==> src/common/bru_pkg.sv <==
// Shared widths, types and stage payload structs for the branch resolution unit and its testbench
package bru_pkg;

    // ------------------------------------------------------------------
    // Sizes of the surrounding core

    localparam int PRF_BANK_COUNT     = 4;
    localparam int LOG_PRF_BANK_COUNT = 2;
    localparam int PRF_READ_PORTS     = 2;
    localparam int LOG_PR_COUNT       = 6;
    localparam int LOG_ROB_ENTRIES    = 6;

    // ------------------------------------------------------------------
    // Basic types

    typedef logic [31:0]                   word_t;
    typedef logic [LOG_PR_COUNT-1:0]       pr_t;
    typedef logic [LOG_ROB_ENTRIES-1:0]    rob_index_t;
    typedef logic [LOG_PRF_BANK_COUNT-1:0] bank_t;

    // Op codes as sent by the issue queue
    typedef enum logic [3:0] {
        BRU_JALR  = 4'b0000,
        BRU_JAL   = 4'b0001,
        BRU_AUIPC = 4'b0100,
        BRU_BEQ   = 4'b1000,
        BRU_BNE   = 4'b1001,
        BRU_BLT   = 4'b1100,
        BRU_BGE   = 4'b1101,
        BRU_BLTU  = 4'b1110,
        BRU_BGEU  = 4'b1111
    } bru_op_e;

    // ------------------------------------------------------------------
    // Stage payloads

    // Where an operand will come from
    typedef struct packed {
        logic  unneeded;
        logic  forward;
        bank_t bank;
    } bru_operand_src_t;

    typedef struct packed {
        bru_op_e          op;
        word_t            pc;
        word_t            pred_pc;
        word_t            imm;
        bru_operand_src_t a_src;
        bru_operand_src_t b_src;
        pr_t              dest_pr;
        rob_index_t       rob_index;
    } bru_issue_t;

    typedef struct packed {
        bru_op_e    op;
        word_t      pc;
        word_t      pred_pc;
        word_t      imm;
        word_t      a;
        word_t      b;
        pr_t        dest_pr;
        rob_index_t rob_index;
    } bru_ex_t;

    typedef struct packed {
        word_t      data;
        pr_t        pr;
        rob_index_t rob_index;
    } bru_wb_t;

    typedef struct packed {
        logic       mispredict;
        rob_index_t rob_index;
        word_t      pc;
        logic       taken;
    } bru_restart_t;

    // Register read acknowledgment for one operand
    typedef struct packed {
        logic                              ack;
        logic [$clog2(PRF_READ_PORTS)-1:0] port;
    } bru_read_ack_t;

endpackage
==> src/bru/bru_pipeline.sv <==
// Top of the branch resolution unit, chains operand collect, execute and writeback stages
module bru_pipeline (
    input  logic                  CLK,
    input  logic                  nRST,

    // Issue
    input  logic                  issue_valid,
    input  bru_pkg::bru_issue_t   issue,
    output logic                  issue_ready,

    // Register reads
    input  bru_pkg::bru_read_ack_t a_read,
    input  bru_pkg::bru_read_ack_t b_read,
    input  bru_pkg::word_t [bru_pkg::PRF_BANK_COUNT-1:0][bru_pkg::PRF_READ_PORTS-1:0] read_data,

    // Forwarding
    input  bru_pkg::word_t [bru_pkg::PRF_BANK_COUNT-1:0] forward_data,

    // Writeback
    output logic                  wb_valid,
    output bru_pkg::bru_wb_t      wb,
    input  logic                  wb_ready,

    // Restart
    output logic                  restart_valid,
    output bru_pkg::bru_restart_t restart,
    input  logic                  restart_ready
);

    // ------------------------------------------------------------------
    // Stage handoffs

    logic                  ex_valid;
    bru_pkg::bru_ex_t      ex;
    logic                  ex_ready;
    logic                  next_wb_valid;
    bru_pkg::bru_wb_t      next_wb;
    logic                  next_restart_valid;
    bru_pkg::bru_restart_t next_restart;
    logic                  advance;

    bru_operand_collect u_operand_collect (
        .CLK          (CLK),
        .nRST         (nRST),
        .issue_valid  (issue_valid),
        .issue        (issue),
        .issue_ready  (issue_ready),
        .a_read       (a_read),
        .b_read       (b_read),
        .read_data    (read_data),
        .forward_data (forward_data),
        .ex_valid     (ex_valid),
        .ex           (ex),
        .ex_ready     (ex_ready)
    );

    bru_resolve u_resolve (
        .CLK                (CLK),
        .nRST               (nRST),
        .ex_valid           (ex_valid),
        .ex                 (ex),
        .ex_ready           (ex_ready),
        .advance            (advance),
        .next_wb_valid      (next_wb_valid),
        .next_wb            (next_wb),
        .next_restart_valid (next_restart_valid),
        .next_restart       (next_restart)
    );

    bru_result_regs u_result_regs (
        .CLK                (CLK),
        .nRST               (nRST),
        .next_wb_valid      (next_wb_valid),
        .next_wb            (next_wb),
        .next_restart_valid (next_restart_valid),
        .next_restart       (next_restart),
        .advance            (advance),
        .wb_valid           (wb_valid),
        .wb                 (wb),
        .wb_ready           (wb_ready),
        .restart_valid      (restart_valid),
        .restart            (restart),
        .restart_ready      (restart_ready)
    );

endmodule

==> src/bru/bru_result_regs.sv <==
// Writeback stage registers, one for the register writeback channel and one for ROB restarts
module bru_result_regs (
    input  logic                  CLK,
    input  logic                  nRST,

    // Results from EX
    input  logic                  next_wb_valid,
    input  bru_pkg::bru_wb_t      next_wb,
    input  logic                  next_restart_valid,
    input  bru_pkg::bru_restart_t next_restart,
    output logic                  advance,

    // Register writeback channel
    output logic                  wb_valid,
    output bru_pkg::bru_wb_t      wb,
    input  logic                  wb_ready,

    // Restart channel to the ROB
    output logic                  restart_valid,
    output bru_pkg::bru_restart_t restart,
    input  logic                  restart_ready
);

    logic wb_blocked;
    logic restart_blocked;

    // A channel blocks only while it holds an item not yet taken
    assign wb_blocked      = wb_valid & ~wb_ready;
    assign restart_blocked = restart_valid & ~restart_ready;
    assign advance         = ~(wb_blocked | restart_blocked);

    // ------------------------------------------------------------------
    // Valid bits

    always_ff @(posedge CLK or negedge nRST) begin
        if (!nRST) begin
            wb_valid      <= 1'b0;
            restart_valid <= 1'b0;
        end else if (advance) begin
            wb_valid      <= next_wb_valid;
            restart_valid <= next_restart_valid;
        end else begin
            // The channel that was accepted clears while the other one waits
            wb_valid      <= wb_blocked;
            restart_valid <= restart_blocked;
        end
    end

    // ------------------------------------------------------------------
    // Payloads, stable whenever the stage is stalled

    always_ff @(posedge CLK) begin
        if (advance) begin
            wb      <= next_wb;
            restart <= next_restart;
        end
    end

endmodule

==> src/bru/bru_resolve.sv <==
// Execute stage, resolves jumps, AUIPC and conditional branches into writeback and restart results
module bru_resolve (
    input  logic                  CLK,
    input  logic                  nRST,

    // From OC
    input  logic                  ex_valid,
    input  bru_pkg::bru_ex_t      ex,
    output logic                  ex_ready,

    // To the WB registers
    input  logic                  advance,
    output logic                  next_wb_valid,
    output bru_pkg::bru_wb_t      next_wb,
    output logic                  next_restart_valid,
    output bru_pkg::bru_restart_t next_restart
);

    // ------------------------------------------------------------------
    // EX register

    logic             ex_q_valid;
    bru_pkg::bru_ex_t ex_q;

    assign ex_ready = ~ex_q_valid | advance;

    always_ff @(posedge CLK or negedge nRST) begin
        if (!nRST) begin
            ex_q_valid <= 1'b0;
        end else if (ex_ready) begin
            ex_q_valid <= ex_valid;
        end
    end

    always_ff @(posedge CLK) begin
        if (ex_ready) begin
            ex_q <= ex;
        end
    end

    // ------------------------------------------------------------------
    // Address arithmetic

    bru_pkg::word_t pc_plus_4;
    bru_pkg::word_t pc_plus_imm;
    bru_pkg::word_t a_plus_imm;
    bru_pkg::word_t true_next_pc;
    logic           taken;
    logic           is_jalr;
    logic           writes;
    logic           restarts;

    assign pc_plus_4   = ex_q.pc + 32'd4;
    assign pc_plus_imm = ex_q.pc + ex_q.imm;
    assign a_plus_imm  = ex_q.a + ex_q.imm;

    // ------------------------------------------------------------------
    // Per-op condition and result kind

    always_comb begin
        taken    = 1'b0;
        is_jalr  = 1'b0;
        writes   = 1'b0;
        restarts = 1'b0;
        case (ex_q.op)
            bru_pkg::BRU_JALR: begin
                taken    = 1'b1;
                is_jalr  = 1'b1;
                writes   = 1'b1;
                restarts = 1'b1;
            end
            bru_pkg::BRU_JAL: begin
                taken    = 1'b1;
                writes   = 1'b1;
                restarts = 1'b1;
            end
            // AUIPC writes a register but never redirects fetch
            bru_pkg::BRU_AUIPC: begin
                taken  = 1'b1;
                writes = 1'b1;
            end
            bru_pkg::BRU_BEQ: begin
                taken    = ex_q.a == ex_q.b;
                restarts = 1'b1;
            end
            bru_pkg::BRU_BNE: begin
                taken    = ex_q.a != ex_q.b;
                restarts = 1'b1;
            end
            bru_pkg::BRU_BLT: begin
                taken    = $signed(ex_q.a) < $signed(ex_q.b);
                restarts = 1'b1;
            end
            bru_pkg::BRU_BGE: begin
                taken    = $signed(ex_q.a) >= $signed(ex_q.b);
                restarts = 1'b1;
            end
            bru_pkg::BRU_BLTU: begin
                taken    = ex_q.a < ex_q.b;
                restarts = 1'b1;
            end
            bru_pkg::BRU_BGEU: begin
                taken    = ex_q.a >= ex_q.b;
                restarts = 1'b1;
            end
            default: begin
                // Undefined codes are dropped
                taken = 1'b0;
            end
        endcase
    end

    // JALR goes through a register, everything else is PC relative
    assign true_next_pc = is_jalr ? a_plus_imm : (taken ? pc_plus_imm : pc_plus_4);

    // ------------------------------------------------------------------
    // Results

    assign next_wb_valid      = ex_q_valid & writes;
    assign next_wb.data       = (ex_q.op == bru_pkg::BRU_AUIPC) ? pc_plus_imm : pc_plus_4;
    assign next_wb.pr         = ex_q.dest_pr;
    assign next_wb.rob_index  = ex_q.rob_index;

    assign next_restart_valid      = ex_q_valid & restarts;
    assign next_restart.mispredict = ex_q.pred_pc != true_next_pc;
    assign next_restart.rob_index  = ex_q.rob_index;
    assign next_restart.pc         = true_next_pc;
    assign next_restart.taken      = taken;

endmodule

==> src/bru/bru_operand_collect.sv <==
// Operand collect stage, holds one issued op until both operands are present and EX accepts it
module bru_operand_collect (
    input  logic                  CLK,
    input  logic                  nRST,

    // Issue from the branch issue queue
    input  logic                  issue_valid,
    input  bru_pkg::bru_issue_t   issue,
    output logic                  issue_ready,

    // Register file read acknowledgments and data
    input  bru_pkg::bru_read_ack_t a_read,
    input  bru_pkg::bru_read_ack_t b_read,
    input  bru_pkg::word_t [bru_pkg::PRF_BANK_COUNT-1:0][bru_pkg::PRF_READ_PORTS-1:0] read_data,

    // Forwarded data, one word per bank
    input  bru_pkg::word_t [bru_pkg::PRF_BANK_COUNT-1:0] forward_data,

    // Handoff to EX
    output logic                  ex_valid,
    output bru_pkg::bru_ex_t      ex,
    input  logic                  ex_ready
);

    // ------------------------------------------------------------------
    // Stage state

    logic                res_valid;
    bru_pkg::bru_issue_t issue_q;

    // Index 0 is operand A, index 1 is operand B
    logic [1:0]                     saved_q;
    logic [1:0]                     fwd_q;
    bru_pkg::word_t [1:0]           saved_data;
    bru_pkg::bru_operand_src_t [1:0] src;
    bru_pkg::bru_read_ack_t [1:0]   ack;
    bru_pkg::word_t [1:0]           opnd;
    logic [1:0]                     present;
    logic                           launch;

    assign src = {issue_q.b_src, issue_q.a_src};
    assign ack = {b_read, a_read};

    // ------------------------------------------------------------------
    // Operand selection

    always_comb begin
        for (int i = 0; i < 2; i++) begin
            present[i] = src[i].unneeded | saved_q[i] | fwd_q[i] | ack[i].ack;
            if (saved_q[i]) begin
                opnd[i] = saved_data[i];
            end else if (fwd_q[i]) begin
                opnd[i] = forward_data[src[i].bank];
            end else begin
                opnd[i] = read_data[src[i].bank][ack[i].port];
            end
        end
    end

    assign ex_valid    = res_valid & (&present);
    assign launch      = ex_valid & ex_ready;
    assign issue_ready = ~res_valid | launch;

    // ------------------------------------------------------------------
    // Control registers

    always_ff @(posedge CLK or negedge nRST) begin
        if (!nRST) begin
            res_valid <= 1'b0;
            saved_q   <= 2'b00;
            fwd_q     <= 2'b00;
        end else if (issue_ready) begin
            // Empty or launching, so take whatever the issue side offers
            res_valid <= issue_valid;
            saved_q   <= 2'b00;
            fwd_q[0]  <= issue_valid & issue.a_src.forward;
            fwd_q[1]  <= issue_valid & issue.b_src.forward;
        end else begin
            // Forward data is only on the bus in the first cycle
            for (int i = 0; i < 2; i++) begin
                saved_q[i] <= saved_q[i] | fwd_q[i] | ack[i].ack;
            end
            fwd_q <= 2'b00;
        end
    end

    // ------------------------------------------------------------------
    // Payload registers

    always_ff @(posedge CLK) begin
        if (issue_ready) begin
            issue_q <= issue;
        end
        for (int i = 0; i < 2; i++) begin
            // Capture once, then keep the value until launch
            if (!saved_q[i] && (fwd_q[i] || ack[i].ack)) begin
                saved_data[i] <= opnd[i];
            end
        end
    end

    // ------------------------------------------------------------------
    // EX payload

    always_comb begin
        ex.op        = issue_q.op;
        ex.pc        = issue_q.pc;
        ex.pred_pc   = issue_q.pred_pc;
        ex.imm       = issue_q.imm;
        ex.a         = opnd[0];
        ex.b         = opnd[1];
        ex.dest_pr   = issue_q.dest_pr;
        ex.rob_index = issue_q.rob_index;
    end

endmodule

==> config.mk <==
export PLATFORM = sky130hd
export DESIGN_NAME = bru_pipeline
export DESIGN_NICKNAME = d
export VERILOG_FILES = /design/src/common/bru_pkg.sv /design/src/bru/bru_pipeline.sv /design/src/bru/bru_result_regs.sv /design/src/bru/bru_resolve.sv /design/src/bru/bru_operand_collect.sv
export SDC_FILE = /design/constraint.sdc
export NUM_CORES = 1
export LEC_CHECK = 0
export BUFFER_PORTS_ARGS = -buffer_cell sky130_fd_sc_hd__buf_2
export CORE_ASPECT_RATIO = 0.8
export CORE_UTILIZATION = 40
export CTS_CLUSTER_SIZE = 30
export DETAILED_ROUTE_END_ITERATION = 7
export PLACE_DENSITY = 0.69
export SYNTH_ARGS = -nofsm -noshare
export SYNTH_HDL_FRONTEND = slang
export SYNTH_HIERARCHICAL = 1
export SYNTH_SLANG_ARGS = --single-unit
==> constraint.sdc <==
create_clock -name CLK -period 24.3 [get_ports CLK]
set_input_delay 2.43 -clock CLK [delete_from_list [all_inputs] [get_ports CLK]]
set_output_delay 2.43 -clock CLK [all_outputs]
set_load 0.02 [all_outputs]
==> flow_metrics.py, run 1 <==
metrics = {
    "logic_synthesis": {
        "syn_area_um2": 28000,
        "yosysSeqAreaShare_pct": 48.1,
        "ys_ff_latch": 450,
        "synthArstFlopShare_pct": 1.78,
        "syn_inst": 2326,
        "ys_types": 89,
        "synth_ff_type": "edfxtp_1",
        "synth.avg_cell_area_um2": 12.0,
        "synth_edf_count": 442,
        "syn_nets": 2936,
        "ys_warn_count": 6,
    },
    "clocking": {
        "cts_resized": 0,
        "htree_levels": 2,
        "cts_tree": "done",
        "ctsHoldBuffers": 0,
        "cts.sinks": 450,
        "cts_buffers": 48,
        "clockBufferDepth": 3,
        "post-cts-setup-buffers": 0,
        "worstSkewPairLatency_ns": 0.59,
        "root_buffer": "clkbuf_16",
        "clk_pin_slew_ns": 0.07,
    },
    "detailed_routing": {
        "num_vias": 21690,
        "wl_per_cell_um": 24.8,
        "wl_um": 92200,
        "drcViolationCount": 0,
        "routed-wl-met2_um": 41300,
        "drtPass1Iterations": 6,
        "drt-met1-wl_um": 40100,
        "top_layer": "met5",
        "drt_iter0_drc": 2379,
        "ant_nets": 0,
        "via_per_inst": 5.83,
        "wl_met3_um": 8290,
    },
    "setup_path": {
        "r2r-start": "u_resolve/ex_q[51]",
        "worstPathMaxFanout": 58,
        "critPathKind": "input port to output pin",
        "arrival_ns": 4.24,
        "start_kind": "input port",
        "cp_data_required_time_ns": 21.87,
        "r2r_setup_slack_ns": 18.56,
        "r2r_cells": 14,
        "timing.rr.end": "u_result_regs/restart[39]",
        "endpoint_kind": "output pin",
    },
    "timing": {
        "fin_worst_skew_ns": 0.0314,
        "finalCritPeriodShare_pct": 27.5,
        "finalSetupTns_ns": 0,
        "period_minus_slack_ns": 6.67,
        "hold_violations": 0,
        "fmax_mhz": 150,
        "whs_ns": 0.402,
        "drv_slew": 0,
        "slew_headroom_pct": 18.1,
        "rsz0062_at_grt": "no",
        "setup_viol": 0,
        "worst_pin_slew_ns": 1.23,
    },
    "run_status": {
        "status": "finished, final reports clean",
    },
    "floorplanning": {
        "io_pins": 600,
        "die_w_um": 298,
        "die-area_um2": 71100,
        "row_count": 86,
        "die_height_um": 239,
        "core_um2": 69100,
        "initial_core_util_pct": 40.6,
    },
    "placement": {
        "io_buffers": 599,
        "gp_congestion": 0.955,
        "hpwl_um": 70100,
    },
    "global_route": {
        "grtUsageTotal_pct": 25.1,
        "grt_pass1_wl_um": 134000,
        "first_global_vias": 20618,
        "grt.overflow.total": 0,
        "grt_max_degree": 124,
        "antenna_found_initial": 30,
    },
    "cells_and_area": {
        "area_growth_pct": 15.6,
        "mostFrequentLayoutCells": "buf_2, edfxtp_1, nand2_1",
        "final_common_cell": "buf_2",
        "nets": 3348,
        "drive_gt1_share_pct": 33.4,
    },
    "min_path": {
        "min_path_cells": 0,
        "hp-start": "u_operand_collect/ex[156]",
        "hp-class": "register to register",
        "hold_end": "u_resolve/ex_q[156]",
    },
    "power": {
        "powerDensity_nw_per_um2": 145,
        "ir_drop_mv": 0.145,
        "leakage_nw": 12.7,
    },
    "run": {
        "max_cap_violations": 0,
    },
}
==> metrics by stage <==
| stage | std cells | setup slack (ns) | instance area (um2) | power (mW) | util, % |
|---|---|---|---|---|---|
| after floorplan | 2326 | 5.38 | 28000 | 3.29 | - |
| after global placement | 3612 | 17.49 | 30800 | 3.96 | 44.6 |
| after detailed placement | 3612 | 17.52 | 30800 | 3.97 | 44.6 |
| after CTS | 3699 | 17.52 | 32300 | 4.70 | 46.8 |
| after global routing | 3705 | 17.43 | 32300 | 4.98 | 46.8 |
| final | 3719 | 17.63 | 32400 | 4.70 | 46.9 |
==> layer usage <==
| metal | vias to the layer above | track usage (%) |
|---|---|---|
| met5 | - | 0 |
| met4 | 20 | 6.65 |
| met3 | 182 | 5.20 |
| met2 | 1087 | 39.0 |
| met1 | 10588 | 35.7 |
| li1 | 9813 | - |
==> worst max-delay path, stage by stage <==
cell	delay [ns]
buf_2	0.08
nand2b_4	0.12
nor2b_1	0.12
nand2b_4	0.65
inv_1	0.17
o31ai_4	0.42
buf_2	0.24
==> synth_stat cells, types with 61 or more instances <==
master | count | area (um2)
mux2_2 | 137 | 1540
clkbuf_1 | 78 | 293
buf_4 | 138 | 1040
mux2_1 | 121 | 1360
a222oi_1 | 65 | 651
ha_1 | 95 | 1190
xnor2_1 | 63 | 552
o21ai_0 | 61 | 305
a21oi_1 | 120 | 601
nor2_1 | 112 | 420
o22ai_1 | 70 | 438
a31oi_1 | 79 | 494
nand2_1 | 164 | 616
edfxtp_1 | 442 | 13300
inv_1 | 63 | 236
mux4_2 | 64 | 1440
==> layout make-up <==
type                    instances  area (um2)
fillers                      6414       36700
flip-flops and latches        450       13500
multi-input cells            1547       12700
repair buffers                627        3220
clock buffers                  55        1250
well taps                     924        1160
clock inverters                32         264
inverters                      64         245
diodes                         20        50.0
==> report_power, final <==
part	switching [mW]	total [mW]	internal (mW)
clock network	0.301	0.711	0.410
registers	0.192	1.52	1.32
logic	1.58	2.48	0.899
total	2.07	4.70	2.63
==> how the worst max path moves through the flow <==
stage | start | slack [ns] | to
after floorplan | wb_ready | 5.38 | issue_ready
after global placement | wb_ready | 17.49 | issue_ready
after detailed placement | wb_ready | 17.52 | issue_ready
after CTS | wb_ready | 17.52 | issue_ready
after global routing | wb_ready | 17.43 | issue_ready
final | wb_ready | 17.63 | issue_ready
==> registers in the layout (all words and copies together) (netlist names) <==
signal / cells
u_result_regs/wb_valid: 1
u_resolve/next_wb: 6
u_operand_collect/saved_q: 2
u_result_regs/wb: 44
u_resolve/ex_q_valid: 1
u_operand_collect/saved_data: 64
u_operand_collect/fwd_q: 2
u_operand_collect/res_valid: 1
u_result_regs/restart_valid: 1
u_resolve/ex_q: 164
u_operand_collect/issue_q: 6
u_result_regs/restart: 40
u_operand_collect/ex: 112
u_resolve/next_restart: 6
==> cell families after synthesis <==
family / count (synthesis) / share of synthesized area (%)
xor gates and xnor gates: 119 / 3.72
AOI/OAI and AO/OA: 530 / 12.9
DFF: 450 / 48.1
adders and majority gates: 97 / 4.39
muxes: 339 / 16.1
buffers and inverters: 329 / 6.78
and+or+nand+nor: 462 / 8.00
Note: power is estimated with default switching activity, not from simulation.
==> run 2: changes to the inputs <==
--- a/config.mk
+++ b/config.mk
@@ -10,7 +10,7 @@
 export CORE_UTILIZATION = 40
 export CTS_CLUSTER_SIZE = 30
 export DETAILED_ROUTE_END_ITERATION = 7
-export PLACE_DENSITY = 0.69
+export PLACE_DENSITY = 0.71
 export SYNTH_ARGS = -nofsm -noshare
 export SYNTH_HDL_FRONTEND = slang
 export SYNTH_HIERARCHICAL = 1
==> constraint.sdc (replaced) <==
create_clock -name CLK -period 5.69 [get_ports CLK]
set_input_delay 0.569 -clock CLK [delete_from_list [all_inputs] [get_ports CLK]]
set_output_delay 0.569 -clock CLK [all_outputs]
set_load 0.02 [all_outputs]
==> run 2 against run 1 <==
The run now ends with design-rule violations left. Setup slack got worse by 17 ns. Non-clock buffer count grew 8. Clock power grew to 4.3 times the previous value. Sequential share of layout area down 0.13 points. Flip-flop and latch count is the same. Wire length up 0.51%. Register-to-register slack worse by 18 ns. Cell count about the same. Critical endpoint is now u_result_regs/restart[39].
==> flow_metrics.py, run 2 (same netlist as run 1, synthesis figures left out) <==
metrics = {
    "floorplanning": {
        "die-area_um2": 71100,
        "io_pins": 600,
        "die_height_um": 239,
        "row_count": 86,
        "die_w_um": 298,
        "initial_core_util_pct": 40.6,
        "core_um2": 69100,
    },
    "timing": {
        "finalSetupTns_ns": 0,
        "whs_ns": 0.145,
        "fin_worst_skew_ns": 0.0246,
        "period_minus_slack_ns": 5.47,
        "hold_violations": 0,
        "finalCritPeriodShare_pct": 96.1,
        "drv_slew": 0,
        "setup_viol": 0,
        "fmax_mhz": 183,
        "worst_pin_slew_ns": 1.23,
        "rsz0062_at_grt": "no",
        "slew_headroom_pct": 18.3,
    },
    "setup_path": {
        "start_kind": "register",
        "worstPathMaxFanout": 15,
        "cp_data_required_time_ns": 6.00,
        "endpoint_kind": "register",
        "arrival_ns": 5.77,
        "critPathKind": "register to register",
    },
    "clocking": {
        "clk_pin_slew_ns": 0.06,
        "htree_levels": 2,
        "clockBufferDepth": 3,
        "worstSkewPairLatency_ns": 0.59,
        "post-cts-setup-buffers": 0,
        "root_buffer": "clkbuf_16",
        "cts.sinks": 450,
        "cts_tree": "done",
        "cts_buffers": 46,
    },
    "cells_and_area": {
        "drive_gt1_share_pct": 34.1,
        "regMostFlops": "u_resolve/ex_q",
        "instances_no_fill": 3716,
        "nets": 3355,
        "area_growth_pct": 15.9,
        "design_area_um2": 32500,
        "multi_input_comb_area_um2": 12700,
        "mostFrequentLayoutCells": "buf_2, edfxtp_1, nand2_1",
        "num-fill-cells": 6332,
        "seq_area_um2": 13500,
        "largest_reg_flops": 164,
        "final_common_cell": "buf_2",
    },
    "detailed_routing": {
        "drtPass1Iterations": 8,
        "via_per_inst": 5.83,
        "drcViolationCount": 13,
        "wl_per_cell_um": 24.9,
        "num_vias": 21679,
        "wl_um": 92700,
        "drt_iter0_drc": 2507,
        "ant_nets": 0,
    },
    "global_route": {
        "grtUsageTotal_pct": 25.2,
        "grt_max_degree": 161,
        "first_global_vias": 20810,
        "grt_pass1_wl_um": 134000,
        "antenna_found_initial": 17,
        "grt.overflow.total": 0,
    },
    "power": {
        "powerDensity_nw_per_um2": 629,
        "finalPower_mw": 20.4,
        "ir_drop_mv": 0.263,
        "leakage_nw": 12.7,
    },
    "run": {
        "max_cap_violations": 0,
    },
    "placement": {
        "gp_congestion": 0.950,
        "dp_cells": 3619,
        "postPlaceCellArea_um2": 30900,
        "io_buffers": 599,
        "hpwl_um": 71800,
    },
    "run_status": {
        "failed_checks": "design-rule violations",
        "status": "finished with violations",
    },
    "min_path": {
        "hp-class": "input port to register",
    },
}
[run 2: metrics by stage]
step / setup slack [ns] / utilization, %
finish: 0.224 / 47.0
global route: 0.0301 / 47.0
CTS: 0.259 / 46.9
detailed placement: 0.309 / 44.7
global placement: 0.487 / 44.7
floorplan: -0.389 / -
[run 2: worst max-delay path: stages, from the launching register on]
cell and delay (ns):
edfxtp_1 0.42, ha_1 0.32, nand4_1 0.31, nor4_1 0.65, nand2_1 0.14, xor2_1 0.16, o21ai_0 0.09, a211o_2 0.49
nor2_8 0.38, buf_4 0.29, nor3b_1 0.08, a2111o_1 0.40, a222oi_1 0.46, o2111a_1 0.27, nand4_1 0.18, or4_1 0.53
[run 2: where the power goes]
group / total (mW) / leakage, nW / internal (mW) / switching [mW]
Sequential: 6.51 / 4.61 / 5.65 / 0.863
Clock: 3.06 / 0.730 / 1.73 / 1.33
Combinational: 10.9 / 7.39 / 3.92 / 6.95
[run 2: cell type report]
| type | instances | area share (%) |
|---|---|---|
| clock buffers | 54 | 3.73 |
| inverters | 64 | 0.755 |
| clock inverters | 30 | 0.956 |
| diodes | 11 | 0.0848 |
| multi-input cells | 1548 | 39.2 |
| flip-flops and latches | 450 | 41.5 |
| repair buffers | 635 | 10.2 |
| well taps | 924 | 3.56 |
[run 2: path summary, 6_finish.rpt]
kind / slack (ns) / from / to / depth (start not counted)
max in group asynchronous: 5.16 / nRST / u_resolve/ex_q_valid / 2
worst max register to register: 0.22 / u_resolve/ex_q[59] / u_result_regs/restart[39] / 15
worst min register to register: 0.41 / u_operand_collect/ex[159] / u_resolve/ex_q[159] / 0
min in group asynchronous: 0.36 / nRST / u_result_regs/wb_valid / 2
worst max-delay path: 0.22 / u_resolve/ex_q[59] / u_result_regs/restart[39] / 15
worst min-delay path: 0.15 / issue[13] / u_operand_collect/issue_q[13] / 1
[run 2: metal layers]
metal | vias up | global-route usage (%) | routed length (um)
met3 | 156 | 5.07 | 8510
met5 | - | 0 | 53
met4 | 8 | 5.75 | 2000
li1 | 9830 | - | -
met1 | 10586 | 35.7 | 39800
met2 | 1099 | 39.9 | 42300
[run 2: what timing repair did]
action / 4_1_cts / 5_1_grt
gates resized for setup: 0 / 1
endpoints found under the setup margin: 0 / 1
hold buffers: 1 / 0
hold endpoints to repair: 8 / 0
